File: config.mk
export PLATFORM = sky130hd
export DESIGN_NAME = dma_controller
export DESIGN_NICKNAME = d
export VERILOG_FILES = /design/src/hdl/dma_pkg.sv /design/src/hdl/dma_if.sv /design/src/hdl/dma_decode.sv /design/src/hdl/dma_execute.sv /design/src/hdl/dma_result.sv /design/src/hdl/dma_controller.sv
export VERILOG_INCLUDE_DIRS = /design/src /design/src/hdl
export SDC_FILE = /design/constraint.sdc
export NUM_CORES = 1
export LEC_CHECK = 0
export BUFFER_PORTS_ARGS = -buffer_cell sky130_fd_sc_hd__buf_4
export CAP_MARGIN = 20
export CELL_PAD_IN_SITES_DETAIL_PLACEMENT = 1
export CELL_PAD_IN_SITES_GLOBAL_PLACEMENT = 2
export CORE_AREA = 2 2 342 344
export DETAILED_ROUTE_END_ITERATION = 7
export DIE_AREA = 0 0 344 346
export GPL_TIMING_DRIVEN = 0
export PLACE_DENSITY_LB_ADDON = 0.1
export SETUP_SLACK_MARGIN = 0.05
export SLEW_MARGIN = 20
export SYNTH_ARGS = -nofsm -noshare
export SYNTH_HDL_FRONTEND = slang
export SYNTH_HIERARCHICAL = 1
export SYNTH_SLANG_ARGS = --single-unit
export TNS_END_PERCENT = 20
File: constraint.sdc
create_clock -name sys_clk -period 3.56 [get_ports sys_clk]
set_input_delay 0.712 -clock sys_clk [delete_from_list [all_inputs] [get_ports sys_clk]]
set_output_delay 0.712 -clock sys_clk [all_outputs]
set_load 0.02 [all_outputs]
File: src/hdl/dma_cfg.svh
`ifndef DMA_CFG_SVH
`define DMA_CFG_SVH

// channel count and datapath widths
`define DMA_NUM_CH          4
`define DMA_WORD_W          32
`define DMA_PRIO_W          3      // dpcr field is this plus the enable bit
`define DMA_ADDR_STEP       4      // bytes per word

// chcr fields
`define DMA_CHCR_DIR_BIT    0      // 1 = memory to device
`define DMA_CHCR_MODE_LO    9      // sync mode in 10:9
`define DMA_CHCR_BUSY_BIT   24
`define DMA_SYNC_BLOCK      1

// bcr block count in 31:16
`define DMA_BCR_CNT_LO      16

// dicr layout
`define DMA_DICR_FORCE_BIT  15
`define DMA_DICR_EN_LO      16
`define DMA_DICR_MASTER_BIT 23
`define DMA_DICR_FLAG_LO    24
`define DMA_DICR_SUM_BIT    31

`endif

File: src/hdl/dma_pkg.sv
`include "dma_cfg.svh"

package dma_pkg;

   // one data or address word
   typedef logic [`DMA_WORD_W-1:0] word_t;

   // channel index and per-channel bit vector
   typedef logic [$clog2(`DMA_NUM_CH)-1:0] chan_t;
   typedef logic [`DMA_NUM_CH-1:0] chan_vec_t;

   // what a grant asks the transfer engine to do
   typedef enum logic {
      OP_MOVE   = 1'b0,   // move one word
      OP_FINISH = 1'b1    // block count hit zero so the channel closes
   } xfer_op_e;

   // matches the chcr direction bit
   typedef enum logic {
      DIR_TO_MEM = 1'b0,  // device read, memory write
      DIR_TO_DEV = 1'b1   // memory read, device write
   } xfer_dir_e;

endpackage

File: src/hdl/dma_if.sv
`timescale 1ns/10ps

// grant from arbitration to the transfer engine
interface dma_xfer_if;
   logic                 valid;
   logic                 ready;
   dma_pkg::chan_t       chan;
   dma_pkg::xfer_op_e    op;
   dma_pkg::xfer_dir_e   dir;
   dma_pkg::word_t       addr;   // madr of the granted channel

   modport producer (
      output valid, chan, op, dir, addr,
      input  ready
   );

   modport consumer (
      input  valid, chan, op, dir, addr,
      output ready
   );
endinterface

// finished item from the transfer engine to write-back
interface dma_retire_if;
   logic                 valid;
   logic                 ready;
   dma_pkg::chan_t       chan;
   dma_pkg::xfer_op_e    op;
   dma_pkg::xfer_dir_e   dir;

   modport producer (
      output valid, chan, op, dir,
      input  ready
   );

   modport consumer (
      input  valid, chan, op, dir,
      output ready
   );
endinterface

File: src/hdl/dma_decode.sv
`timescale 1ns/10ps
`include "dma_cfg.svh"

module dma_decode (
   input  logic                                sys_clk,
   input  logic                                rst,
   input  logic                                dma_en_i,
   input  logic                                retire_i,   // done strobe
   input  dma_pkg::word_t                      dpcr_i,
   input  dma_pkg::word_t [`DMA_NUM_CH-1:0]    chcr_i,
   input  dma_pkg::word_t [`DMA_NUM_CH-1:0]    madr_i,
   input  dma_pkg::word_t [`DMA_NUM_CH-1:0]    bcr_i,
   output logic                                dma_req_o,
   dma_xfer_if.producer                        xfer
);

   localparam int FIELD_W = `DMA_PRIO_W + 1;                  // prio plus enable
   localparam int CNT_W   = `DMA_WORD_W - `DMA_BCR_CNT_LO;

   typedef enum logic [1:0] {ST_IDLE, ST_GRANT, ST_WAIT} state_e;

   state_e                   state_q;
   dma_pkg::chan_vec_t       chan_req;
   logic                     win_found;
   dma_pkg::chan_t           win_chan;
   logic [`DMA_PRIO_W-1:0]   win_prio;
   logic [CNT_W-1:0]         win_cnt;
   logic                     grant_take;
   dma_pkg::chan_t           chan_q;
   dma_pkg::xfer_op_e        op_q;
   dma_pkg::xfer_dir_e       dir_q;
   dma_pkg::word_t           addr_q;

   always_comb begin
      for (int i = 0; i < `DMA_NUM_CH; i++) begin
         chan_req[i] = chcr_i[i][`DMA_CHCR_BUSY_BIT] &&
                       (chcr_i[i][`DMA_CHCR_MODE_LO +: 2] == 2'(`DMA_SYNC_BLOCK));
      end
   end

   assign dma_req_o = |chan_req;

   // strict less-than keeps a tie on the lower index
   always_comb begin
      win_found = 1'b0;
      win_chan  = '0;
      win_prio  = '1;
      for (int i = 0; i < `DMA_NUM_CH; i++) begin
         if (chan_req[i] && dpcr_i[i*FIELD_W + `DMA_PRIO_W] &&
             (!win_found || dpcr_i[i*FIELD_W +: `DMA_PRIO_W] < win_prio)) begin
            win_found = 1'b1;
            win_chan  = dma_pkg::chan_t'(i);
            win_prio  = dpcr_i[i*FIELD_W +: `DMA_PRIO_W];
         end
      end
   end

   assign win_cnt    = bcr_i[win_chan][`DMA_BCR_CNT_LO +: CNT_W];
   assign grant_take = (state_q == ST_IDLE) && dma_en_i && win_found;

   always_ff @(posedge sys_clk or posedge rst) begin
      if (rst) begin
         state_q <= ST_IDLE;
      end else begin
         case (state_q)
            ST_IDLE: begin
               if (grant_take) state_q <= ST_GRANT;
            end
            ST_GRANT: begin
               if (xfer.ready) state_q <= ST_WAIT;   // handshake done
            end
            default: begin
               if (retire_i) state_q <= ST_IDLE;     // one grant in flight
            end
         endcase
      end
   end

   always_ff @(posedge sys_clk) begin
      if (grant_take) begin
         chan_q <= win_chan;
         op_q   <= (win_cnt == '0) ? dma_pkg::OP_FINISH : dma_pkg::OP_MOVE;
         dir_q  <= chcr_i[win_chan][`DMA_CHCR_DIR_BIT] ? dma_pkg::DIR_TO_DEV
                                                       : dma_pkg::DIR_TO_MEM;
         addr_q <= madr_i[win_chan];
      end
   end

   assign xfer.valid = (state_q == ST_GRANT);
   assign xfer.chan  = chan_q;
   assign xfer.op    = op_q;
   assign xfer.dir   = dir_q;
   assign xfer.addr  = addr_q;

endmodule

File: src/hdl/dma_execute.sv
`timescale 1ns/10ps
`include "dma_cfg.svh"

module dma_execute (
   input  logic                                sys_clk,
   input  logic                                rst,
   dma_xfer_if.consumer                        xfer,
   dma_retire_if.producer                      retire,
   input  dma_pkg::word_t                      mem_rdata_i,
   input  logic                                mem_ack_i,
   output logic                                mem_ren_o,
   output logic                                mem_wen_o,
   output dma_pkg::word_t                      mem_addr_o,
   output dma_pkg::word_t                      mem_wdata_o,
   input  dma_pkg::chan_vec_t                  chan_rdy_i,
   input  dma_pkg::chan_vec_t                  chan_full_i,
   input  dma_pkg::word_t [`DMA_NUM_CH-1:0]    chan_rdata_i,
   output dma_pkg::chan_vec_t                  chan_ren_o,
   output dma_pkg::chan_vec_t                  chan_wen_o,
   output dma_pkg::word_t [`DMA_NUM_CH-1:0]    chan_wdata_o
);

   typedef enum logic [2:0] {
      ST_IDLE,
      ST_DEV_RD,     // wait for device ready
      ST_MEM_WR,     // write strobe until ack
      ST_MEM_REL,    // wait for ack to drop
      ST_MEM_RD,     // read strobe until ack
      ST_DEV_WR,     // wait for room in the device
      ST_RETIRE
   } state_e;

   state_e                 state_q;
   dma_pkg::chan_t         chan_q;
   dma_pkg::xfer_op_e      op_q;
   dma_pkg::xfer_dir_e     dir_q;
   dma_pkg::word_t         addr_q;
   dma_pkg::word_t         data_q;   // word held between the two sides
   logic                   accept;
   logic                   dev_rd_go;
   logic                   dev_wr_go;

   assign accept    = xfer.valid && xfer.ready;
   assign dev_rd_go = (state_q == ST_DEV_RD) && chan_rdy_i[chan_q];
   assign dev_wr_go = (state_q == ST_DEV_WR) && !chan_full_i[chan_q];

   always_ff @(posedge sys_clk or posedge rst) begin
      if (rst) begin
         state_q <= ST_IDLE;
      end else begin
         case (state_q)
            ST_IDLE: begin
               if (accept) begin
                  if (xfer.op == dma_pkg::OP_FINISH) begin
                     state_q <= ST_RETIRE;                 // nothing to move
                  end else if (xfer.dir == dma_pkg::DIR_TO_DEV) begin
                     state_q <= ST_MEM_RD;
                  end else begin
                     state_q <= ST_DEV_RD;
                  end
               end
            end
            ST_DEV_RD:  if (dev_rd_go) state_q <= ST_MEM_WR;
            ST_MEM_WR:  if (mem_ack_i) state_q <= ST_MEM_REL;
            ST_MEM_REL: if (!mem_ack_i) state_q <= ST_RETIRE;
            ST_MEM_RD:  if (mem_ack_i) state_q <= ST_DEV_WR;
            ST_DEV_WR:  if (dev_wr_go) state_q <= ST_RETIRE;
            ST_RETIRE:  if (retire.ready) state_q <= ST_IDLE;
            default:    state_q <= ST_IDLE;
         endcase
      end
   end

   always_ff @(posedge sys_clk) begin
      if (accept) begin
         chan_q <= xfer.chan;
         op_q   <= xfer.op;
         dir_q  <= xfer.dir;
         addr_q <= xfer.addr;
      end
      if (dev_rd_go) begin
         data_q <= chan_rdata_i[chan_q];
      end else if ((state_q == ST_MEM_RD) && mem_ack_i) begin
         data_q <= mem_rdata_i;                             // taken in the ack cycle
      end
   end

   assign xfer.ready   = (state_q == ST_IDLE);
   assign retire.valid = (state_q == ST_RETIRE);
   assign retire.chan  = chan_q;
   assign retire.op    = op_q;
   assign retire.dir   = dir_q;

   assign mem_ren_o   = (state_q == ST_MEM_RD);
   assign mem_wen_o   = (state_q == ST_MEM_WR);
   assign mem_addr_o  = addr_q;
   assign mem_wdata_o = data_q;

   // single-cycle device strobes on the granted lane only
   always_comb begin
      chan_ren_o = '0;
      chan_wen_o = '0;
      chan_ren_o[chan_q] = dev_rd_go;
      chan_wen_o[chan_q] = dev_wr_go;
      for (int i = 0; i < `DMA_NUM_CH; i++) begin
         chan_wdata_o[i] = data_q;
      end
   end

endmodule

File: src/hdl/dma_result.sv
`timescale 1ns/10ps
`include "dma_cfg.svh"

module dma_result (
   input  logic                  sys_clk,
   input  logic                  rst,
   dma_retire_if.consumer        retire,
   input  logic                  dicr_wen_i,
   input  dma_pkg::word_t        dicr_wdata_i,
   output dma_pkg::chan_vec_t    madr_incr_o,
   output dma_pkg::chan_vec_t    bcr_decr_o,
   output dma_pkg::chan_vec_t    chcr_clr_o,
   output dma_pkg::chan_vec_t    irq_o,
   output logic                  dma_done_o,
   output dma_pkg::word_t        dicr_o
);

   localparam int N = `DMA_NUM_CH;

   logic                  take;
   dma_pkg::chan_vec_t    chan_sel;
   logic                  is_move;
   dma_pkg::word_t        dicr_q;
   dma_pkg::word_t        dicr_d;

   assign retire.ready = !dma_done_o;                       // gap after each accept
   assign take         = retire.valid && retire.ready;
   assign chan_sel     = dma_pkg::chan_vec_t'(1) << retire.chan;
   assign is_move      = (retire.op == dma_pkg::OP_MOVE);

   always_ff @(posedge sys_clk or posedge rst) begin
      if (rst) begin
         madr_incr_o <= '0;
         bcr_decr_o  <= '0;
         chcr_clr_o  <= '0;
         irq_o       <= '0;
         dma_done_o  <= 1'b0;
      end else begin
         madr_incr_o <= (take && is_move) ? chan_sel : '0;
         bcr_decr_o  <= (take && is_move) ? chan_sel : '0;
         chcr_clr_o  <= (take && !is_move) ? chan_sel : '0;  // drops busy
         irq_o       <= (take && !is_move) ? chan_sel : '0;
         dma_done_o  <= take;
      end
   end

   // interrupt control register
   always_comb begin
      dicr_d = dicr_q;
      dicr_d[`DMA_DICR_SUM_BIT] = dicr_q[`DMA_DICR_FORCE_BIT] |
                                  (|(dicr_q[`DMA_DICR_EN_LO +: N] &
                                     dicr_q[`DMA_DICR_FLAG_LO +: N]));
      if (dicr_wen_i) begin
         dicr_d[5:0] = dicr_wdata_i[5:0];
         dicr_d[`DMA_DICR_FORCE_BIT-1:6] = '0;                      // reads as zero
         dicr_d[`DMA_DICR_MASTER_BIT:`DMA_DICR_FORCE_BIT] =
            dicr_wdata_i[`DMA_DICR_MASTER_BIT:`DMA_DICR_FORCE_BIT];
         dicr_d[`DMA_DICR_FLAG_LO +: N] = dicr_q[`DMA_DICR_FLAG_LO +: N] &
                                          ~dicr_wdata_i[`DMA_DICR_FLAG_LO +: N];  // w1c
      end else if (dicr_q[`DMA_DICR_MASTER_BIT]) begin
         dicr_d[`DMA_DICR_FLAG_LO +: N] = dicr_q[`DMA_DICR_FLAG_LO +: N] |
                                          (dicr_q[`DMA_DICR_EN_LO +: N] & irq_o);
      end
   end

   always_ff @(posedge sys_clk or posedge rst) begin
      if (rst) begin
         dicr_q <= '0;
      end else begin
         dicr_q <= dicr_d;
      end
   end

   assign dicr_o = dicr_q;

endmodule

File: src/hdl/dma_controller.sv
`timescale 1ns/10ps
`include "dma_cfg.svh"

module dma_controller (
   input  logic                                sys_clk,
   input  logic                                rst,

   // channel registers live outside and only strobes go back
   input  dma_pkg::word_t                      dpcr_i,
   input  dma_pkg::word_t [`DMA_NUM_CH-1:0]    madr_i,
   input  dma_pkg::word_t [`DMA_NUM_CH-1:0]    bcr_i,
   input  dma_pkg::word_t [`DMA_NUM_CH-1:0]    chcr_i,
   output dma_pkg::chan_vec_t                  madr_incr_o,
   output dma_pkg::chan_vec_t                  bcr_decr_o,
   output dma_pkg::chan_vec_t                  chcr_clr_o,
   output dma_pkg::chan_vec_t                  irq_o,

   input  logic                                dicr_wen_i,
   input  dma_pkg::word_t                      dicr_wdata_i,
   output dma_pkg::word_t                      dicr_o,

   // bus ownership
   input  logic                                dma_en_i,
   output logic                                dma_req_o,
   output logic                                dma_done_o,

   // memory side
   output logic                                mem_ren_o,
   output logic                                mem_wen_o,
   output dma_pkg::word_t                      mem_addr_o,
   output dma_pkg::word_t                      mem_wdata_o,
   input  dma_pkg::word_t                      mem_rdata_i,
   input  logic                                mem_ack_i,

   // devices
   input  dma_pkg::chan_vec_t                  chan_rdy_i,
   input  dma_pkg::chan_vec_t                  chan_full_i,
   input  dma_pkg::word_t [`DMA_NUM_CH-1:0]    chan_rdata_i,
   output dma_pkg::chan_vec_t                  chan_ren_o,
   output dma_pkg::chan_vec_t                  chan_wen_o,
   output dma_pkg::word_t [`DMA_NUM_CH-1:0]    chan_wdata_o
);

   dma_xfer_if   xfer_if ();
   dma_retire_if retire_if ();

   dma_decode decode_inst (
      .sys_clk   (sys_clk),
      .rst       (rst),
      .dma_en_i  (dma_en_i),
      .retire_i  (dma_done_o),    // release arbitration on done
      .dpcr_i    (dpcr_i),
      .chcr_i    (chcr_i),
      .madr_i    (madr_i),
      .bcr_i     (bcr_i),
      .dma_req_o (dma_req_o),
      .xfer      (xfer_if.producer)
   );

   dma_execute execute_inst (
      .sys_clk      (sys_clk),
      .rst          (rst),
      .xfer         (xfer_if.consumer),
      .retire       (retire_if.producer),
      .mem_rdata_i  (mem_rdata_i),
      .mem_ack_i    (mem_ack_i),
      .mem_ren_o    (mem_ren_o),
      .mem_wen_o    (mem_wen_o),
      .mem_addr_o   (mem_addr_o),
      .mem_wdata_o  (mem_wdata_o),
      .chan_rdy_i   (chan_rdy_i),
      .chan_full_i  (chan_full_i),
      .chan_rdata_i (chan_rdata_i),
      .chan_ren_o   (chan_ren_o),
      .chan_wen_o   (chan_wen_o),
      .chan_wdata_o (chan_wdata_o)
   );

   dma_result result_inst (
      .sys_clk      (sys_clk),
      .rst          (rst),
      .retire       (retire_if.consumer),
      .dicr_wen_i   (dicr_wen_i),
      .dicr_wdata_i (dicr_wdata_i),
      .madr_incr_o  (madr_incr_o),
      .bcr_decr_o   (bcr_decr_o),
      .chcr_clr_o   (chcr_clr_o),
      .irq_o        (irq_o),
      .dma_done_o   (dma_done_o),
      .dicr_o       (dicr_o)
   );

endmodule

* After elaboration in Yosys (flattened, before gate mapping)
Cells that the tools add are included.
** Storage, ports and cells
- Register bits after elaboration :: 137
- Input port bits :: 621
- Output and inout bits :: 252
- Logic and storage cells :: 137
** Operators by class
- Order comparisons :: 6
- Equality and inequality tests :: 20
- Shift-type cells :: 1
- Multiplexer cells :: 46
- Bitwise operators :: 9
- Reduce and logical (&&, ||, !) cells :: 39
** Operators by type and width (number)
- 32-bit binary-select mux with 2-bit select :: 4
- 32-bit 2-to-1 mux :: 5
- 3-bit 2-to-1 mux :: 12
- 1-bit logical AND :: 21
- 3-bit case mux with 7 select lines :: 1
- 4-bit bitwise AND :: 5
- 16-bit zero test :: 1
- 4-bit 2-to-1 mux :: 4
- 1-bit 2-to-1 mux :: 11
- 2-bit by 1-bit equality test with 1-bit output, second input constant :: 5
- 2-bit 2-to-1 mux :: 5
- 2-bit by 1-bit inequality test with 1-bit output, second input constant :: 5
- 3-bit equality test, second input constant :: 3
- 3-bit < comparator :: 3
- 2-bit inequality test, second input constant :: 4
- 4-bit OR reduction :: 2
- 7-bit AND reduction :: 1
- 3-bit by 2-bit equality test with 1-bit output, second input constant :: 2
- 2-bit by 3-bit < comparator with 1-bit output, second input constant :: 2
- 1-bit zero test :: 5
- 1-bit binary-select mux with 2-bit select :: 2
- 4-bit inverter :: 1
- 4-bit OR :: 1
- 2-bit case mux with 2 select lines :: 1
- 12 further kinds :: 15

* Longest topological paths before layout
- Depth after elaboration :: 20
- Gate-level depth with buffers :: 22
- Depth with buffers taken out :: 18

* By module
Netlist, hierarchy kept.
** By module, submodules not included
- dma_execute :: times used 1, cells an instance 320, area an instance 4604.4 um^2
- dma_decode :: times used 1, cells an instance 328, area an instance 3134.3 um^2
- dma_result :: times used 1, cells an instance 97, area an instance 1252.5 um^2

* Worst setup path after synthesis
No wires, ideal clock.
- Path kind :: input to register
- Start :: input port chcr_i[10] (netlist name)
- End :: register decode_inst.addr_q[10] (netlist: decode_inst/xfer.addr[10]), data pin
- Arrival :: 4.994 ns
- Required time :: 3.296 ns
- Setup slack :: -1.698 ns
- Cell stages on the path :: 21
- Buffers on the path :: 5
- Path through :: nand4b_4 > o41a_2 > buf_2 > o31ai_1 > ha_1 > o21ai_0 > or2b_2 > a31oi_1 > o31ai_2 > buf_6 > buf_12 > mux2_1 > ha_1 > o21ai_0 > a32oi_1 > nor2_1 > a41oi_1 > and2_1 > buf_2 > buf_2 > a31oi_1
** On the way
- Cells in the longest elaborated chain, start to end :: 18
- Elaborated cells between the ends (all ways) :: 26
** Ends and longest elaborated chain
- start: declaration :: RTL line dma_controller.sv:12 : input dma_pkg::word_t [`DMA_NUM_CH-1:0] chcr_i,
- 2-bit by 1-bit equality test with 1-bit output (*) :: RTL line dma_decode.sv:37 : (chcr_i[i][`DMA_CHCR_MODE_LO +: 2] == 2'(`DMA_SYNC_BLOCK));
- 1-bit logical AND (*) :: RTL line dma_decode.sv:36 : chan_req[i] = chcr_i[i][`DMA_CHCR_BUSY_BIT] &&
- 1-bit logical AND (*) :: RTL line dma_decode.sv:49 : if (chan_req[i] && dpcr_i[i*FIELD_W + `DMA_PRIO_W] &&
- 3-bit 2-to-1 mux or 1-bit 2-to-1 mux (tied branches) :: RTL line dma_decode.sv:49
- 3-bit < comparator or 1-bit zero test (tied branches) :: RTL line dma_decode.sv:50 : (!win_found || dpcr_i[i*FIELD_W +: `DMA_PRIO_W] < win_prio)) begin
- 1-bit logical OR :: RTL line dma_decode.sv:50
- 1-bit logical AND :: RTL line dma_decode.sv:49
- 3-bit 2-to-1 mux or 1-bit 2-to-1 mux (tied branches) :: RTL line dma_decode.sv:49
- [2 not listed]
- 1-bit logical AND :: RTL line dma_decode.sv:49
- 3-bit 2-to-1 mux or 1-bit 2-to-1 mux (tied branches) :: RTL line dma_decode.sv:49
- 3-bit < comparator or 1-bit zero test (tied branches) :: RTL line dma_decode.sv:50
- 1-bit logical OR :: RTL line dma_decode.sv:50
- 1-bit logical AND :: RTL line dma_decode.sv:49
- 2-bit 2-to-1 mux (*) :: RTL line dma_decode.sv:49
- 32-bit binary-select mux with 2-bit select (*) :: RTL line dma_decode.sv:85 : addr_q <= madr_i[win_chan];
- 32-bit 2-to-1 mux (not written as such) (*) :: RTL line dma_decode.sv:85
- end signal: assignment :: RTL line dma_decode.sv:85
- end: declaration :: RTL line dma_decode.sv:32 : dma_pkg::word_t addr_q;
Every way passes the cells marked *; elsewhere a longest branch is shown, timed or not. The select of a mux whose other input is x is not followed.
A chain may end at the register's enable or synchronous reset.

* Worst setup path in the final report
- Start :: input port dpcr_i[2]
- End :: register decode_inst.addr_q[29] (netlist: decode_inst/xfer.addr[29]), data pin
** On the way
- Cells in the longest elaborated chain, start to end :: 15
- Elaborated cells between the ends (all ways) :: 21
** Ends and longest elaborated chain
- start: declaration :: RTL line dma_controller.sv:9 : input dma_pkg::word_t dpcr_i,
- 3-bit 2-to-1 mux (*) :: RTL line dma_decode.sv:49
- 3-bit < comparator :: RTL line dma_decode.sv:50
- 1-bit logical OR :: RTL line dma_decode.sv:50
- 1-bit logical AND :: RTL line dma_decode.sv:49
- 3-bit 2-to-1 mux or 1-bit 2-to-1 mux (tied branches) :: RTL line dma_decode.sv:49
- 3-bit < comparator or 1-bit zero test (tied branches) :: RTL line dma_decode.sv:50
- 1-bit logical OR :: RTL line dma_decode.sv:50
- 1-bit logical AND :: RTL line dma_decode.sv:49
- 3-bit 2-to-1 mux or 1-bit 2-to-1 mux (tied branches) :: RTL line dma_decode.sv:49
- 3-bit < comparator or 1-bit zero test (tied branches) :: RTL line dma_decode.sv:50
- 1-bit logical OR :: RTL line dma_decode.sv:50
- 1-bit logical AND :: RTL line dma_decode.sv:49
- 2-bit 2-to-1 mux (*) :: RTL line dma_decode.sv:49
- 32-bit binary-select mux with 2-bit select (*) :: RTL line dma_decode.sv:85
- 32-bit 2-to-1 mux (not written as such) (*) :: RTL line dma_decode.sv:85
Marks and branches as above.

==> run metrics <==
status finished, violations left; violated checks setup timing; RD Place Congestion 0.718; total number of vias 8,792; CP Buf/Inv Count 7; CTS Buffer Depth 2; Worst path slowest cell o41a_4; share of layout cells above drive strength 1 70.5%; Die X-Extent 344 microns; I/O pin cnt 873; average cell area after synthesis 12.0 sq um; DR DRC count 0; DIE HEIGHT 346 microns; Layout Utilization 14.9%; met2 routed wirelength 29,800 microns; initial drt markers 310; Overflow after GRT 0; Synthesis Warnings 6; Final setup viols 36; wire length on met1 20,400 microns; # hold bufs at CTS 0; die area 119,000 sq um; highest routed layer met5; register share of total power 31.3%; Layout Nets 2,074; critical path endpoint category flip-flop; clock sink count 137; Finished Layout Cells 2,990; Top delay family on crit path compound AO/OA/AOI/OAI gates; CTS tree done; Synth Instances 744; Routed WL 60,000 microns; Least-Margin Pin Slew 0.835 ns; crit-path max FO 5; row count 125; FMAX 211 MHz; first-pass GRT wire length 79,800 microns; largest net degree at the start of global routing 36; critical path launch point type input port; max-cap check violation count 0; path type of the worst setup path input port to flip-flop; Gate power share 43.3%; Largest stage delay, worst path 0.45 ns; PwrDens 408 nW/um^2; starting density of the core 7.76%; via/cell ratio 2.94; initial antenna violation count 24; VDD IR-drop max 0.375 mV; Netlist Area Pre-Place 8960 sq um; met3 routed WL 8920 microns; Leakage 7.49 nW; hold violation count in the final report 0; clock root buffer clkbuf_16; worst clock skew 0.0157 ns; Clock transition at path regs 0.07 ns; final worst slack -1.19 ns; core area 115,000 sq um; RSZ-0062 raised after global routing true; Pint 4.43 mW; # H-tree levels 4; final antenna-violating net count 0; Switching Share 37.0%; GRT Overall Usage 9.81%; net switching power 2.60 mW; post-detail-place hpwl 50,500 microns; # port buffers 654; post-layout min period 4.75 ns; clk_lat worst skew 0.49 ns; arrival time at the worst endpoint 5.07 ns; Clock Power Share 25.4%; CP Cell Sequence buf_8, and2b_2, nor3_2, o41a_4, buf_12, o31ai_4, ha_1, o21ai_1, or2b_4, a31oi_4, o31ai_4, buf_12, mux2_4, ha_4, a2111oi_4, buf_4, a41oi_4, buf_12, and2_4, buf_4, buf_16, a31oi_1; Layout area overhead 92.5%; slew margin rel. 44.3%; cell repeated most along the worst path buf_12; WL/cell 20.1 microns; vias in the first global route 9,868; CTS buffer count 17; placed cells 2,935; router iterations before antenna repair 4; period utilization 133%; fillers 13,444; worst min-delay path class input port to async pin; WP data required 3.89 ns; count of pins over their slew limit 0
-- layer usage --
| layer | vias to the layer above | global-route usage [%] |
|---|---|---|
| met4 | 38 | 2.05 |
| met2 | 491 | 17.2 |
| met5 | - | 0 |
| met1 | 4153 | 9.41 |
| met3 | 58 | 6.62 |
| li1 | 4052 | - |
-- final timing paths --
check	from	to	slack, ns	depth (start not counted)
max	dpcr_i[2]	decode_inst/xfer.addr[29]$_DFFE_PP_	-1.19	22
min	rst	decode_inst/state_q[1]$_DFFE_PP0P_	0.10	2
max reg2reg	execute_inst/retire.chan[1]$_DFFE_PP_	execute_inst/mem_wdata_o[14]$_DFFE_PP_	0.69	4
min reg2reg	decode_inst/xfer.addr[23]$_DFFE_PP_	execute_inst/mem_addr_o[23]$_DFFE_PP_	0.42	0
max in group asynchronous	rst	result_inst/bcr_decr_o[0]$_DFF_PP0_	2.74	2
min in group sys_clk	dicr_wdata_i[26]	result_inst/dicr_o[26]$_DFFE_PP0P_	0.38	2
-- layout by cell type (no fill, tap or decap), types with 4 or more instances in the layout --
cell,n
buf_4,814
edfxtp_1,103
mux2i_1,38
nand3_1,35
dfrtp_1,34
mux4_2,33
mux2_4,28
a21oi_1,26
a31oi_1,22
mux2_2,22
and2b_1,20
nor2_1,19
clkbuf_16,18
nor2b_1,17
nor4_1,16
conb_1,12
nand2b_1,11
nand2_1,11
buf_12,11
clkbuf_1,11
a31oi_4,10
inv_1,9
buf_6,9
a21oi_4,8
inv_6,7
buf_2,7
nand3b_1,6
a21oi_2,6
o21ai_0,5
nor3_1,5
a31oi_2,5
diode_2,4
-- state kept, by name, indices dropped and copies added, names as in the netlist --
| signal | flops |
|---|---|
| decode_inst/xfer.chan | 2 |
| result_inst/dicr_o | 20 |
| result_inst/dma_done_o | 1 |
| execute_inst/mem_addr_o | 32 |
| decode_inst/xfer.op | 1 |
| result_inst/irq_o | 4 |
| execute_inst/retire.chan | 2 |
| execute_inst/mem_wdata_o | 32 |
| result_inst/bcr_decr_o | 4 |
| decode_inst/xfer.dir | 1 |
| execute_inst/state_q | 3 |
| execute_inst/retire.op | 1 |
| decode_inst/xfer.addr | 32 |
| decode_inst/state_q | 2 |
-- through the flow --
step / cell area, sq um / total power [mW] / setup slack (ns) / hold WS [ns] / setup TNS [ns]
final: 17200 / 7.04 / -1.19 / 0.102 / -41.05
after global routing: 17200 / 7.49 / -1.29 / 0.0572 / -44.99
after detailed placement: 16000 / 5.32 / -2.99 / 0.405 / -93.64
after global placement: 15900 / 5.32 / -3.08 / 0.402 / -200.10
after floorplan: 9110 / 3.76 / -1.30 / 0.400 / -46.25
after CTS: 16900 / 7.27 / -1.40 / 0.0332 / -47.94
-- final cells by class --
type	count	area (sq um)	area share, %
repair buffers	677	5230	30.3
clock buffers	17	425	2.47
flip-flops and latches	137	3940	22.9
well taps	1524	1910	11.1
clock inverters	15	114	0.660
plain buffers	186	1460	8.48
inverters	10	37.5	0.218
multi-input cells	420	4110	23.9
diodes	4	10.0	0.0580
-- power by group through the flow --
| stage | sequential, mW | combinational [mW] | clock (mW) |
|---|---|---|---|
| 2_1_floorplan | 2.33 | 1.43 | 0 |
| 3_3_place_gp | 2.26 | 3.05 | 0 |
| 3_5_place_dp | 2.25 | 3.07 | 0 |
| 4_1_cts | 2.22 | 3.12 | 1.94 |
| 5_1_grt | 2.24 | 3.28 | 1.97 |
| 6_report | 2.20 | 3.05 | 1.79 |
-- what timing repair did --
item / in CTS / in global routing
gates cloned: 1 / 1
resized for setup: 57 / 41
endpoints found under the setup margin: 44 / 41
pin swaps: 11 / 12
hold endpoints to repair: 0 / 0
setup buffers: 14 / 5
(Power assumes the default switching activity.)
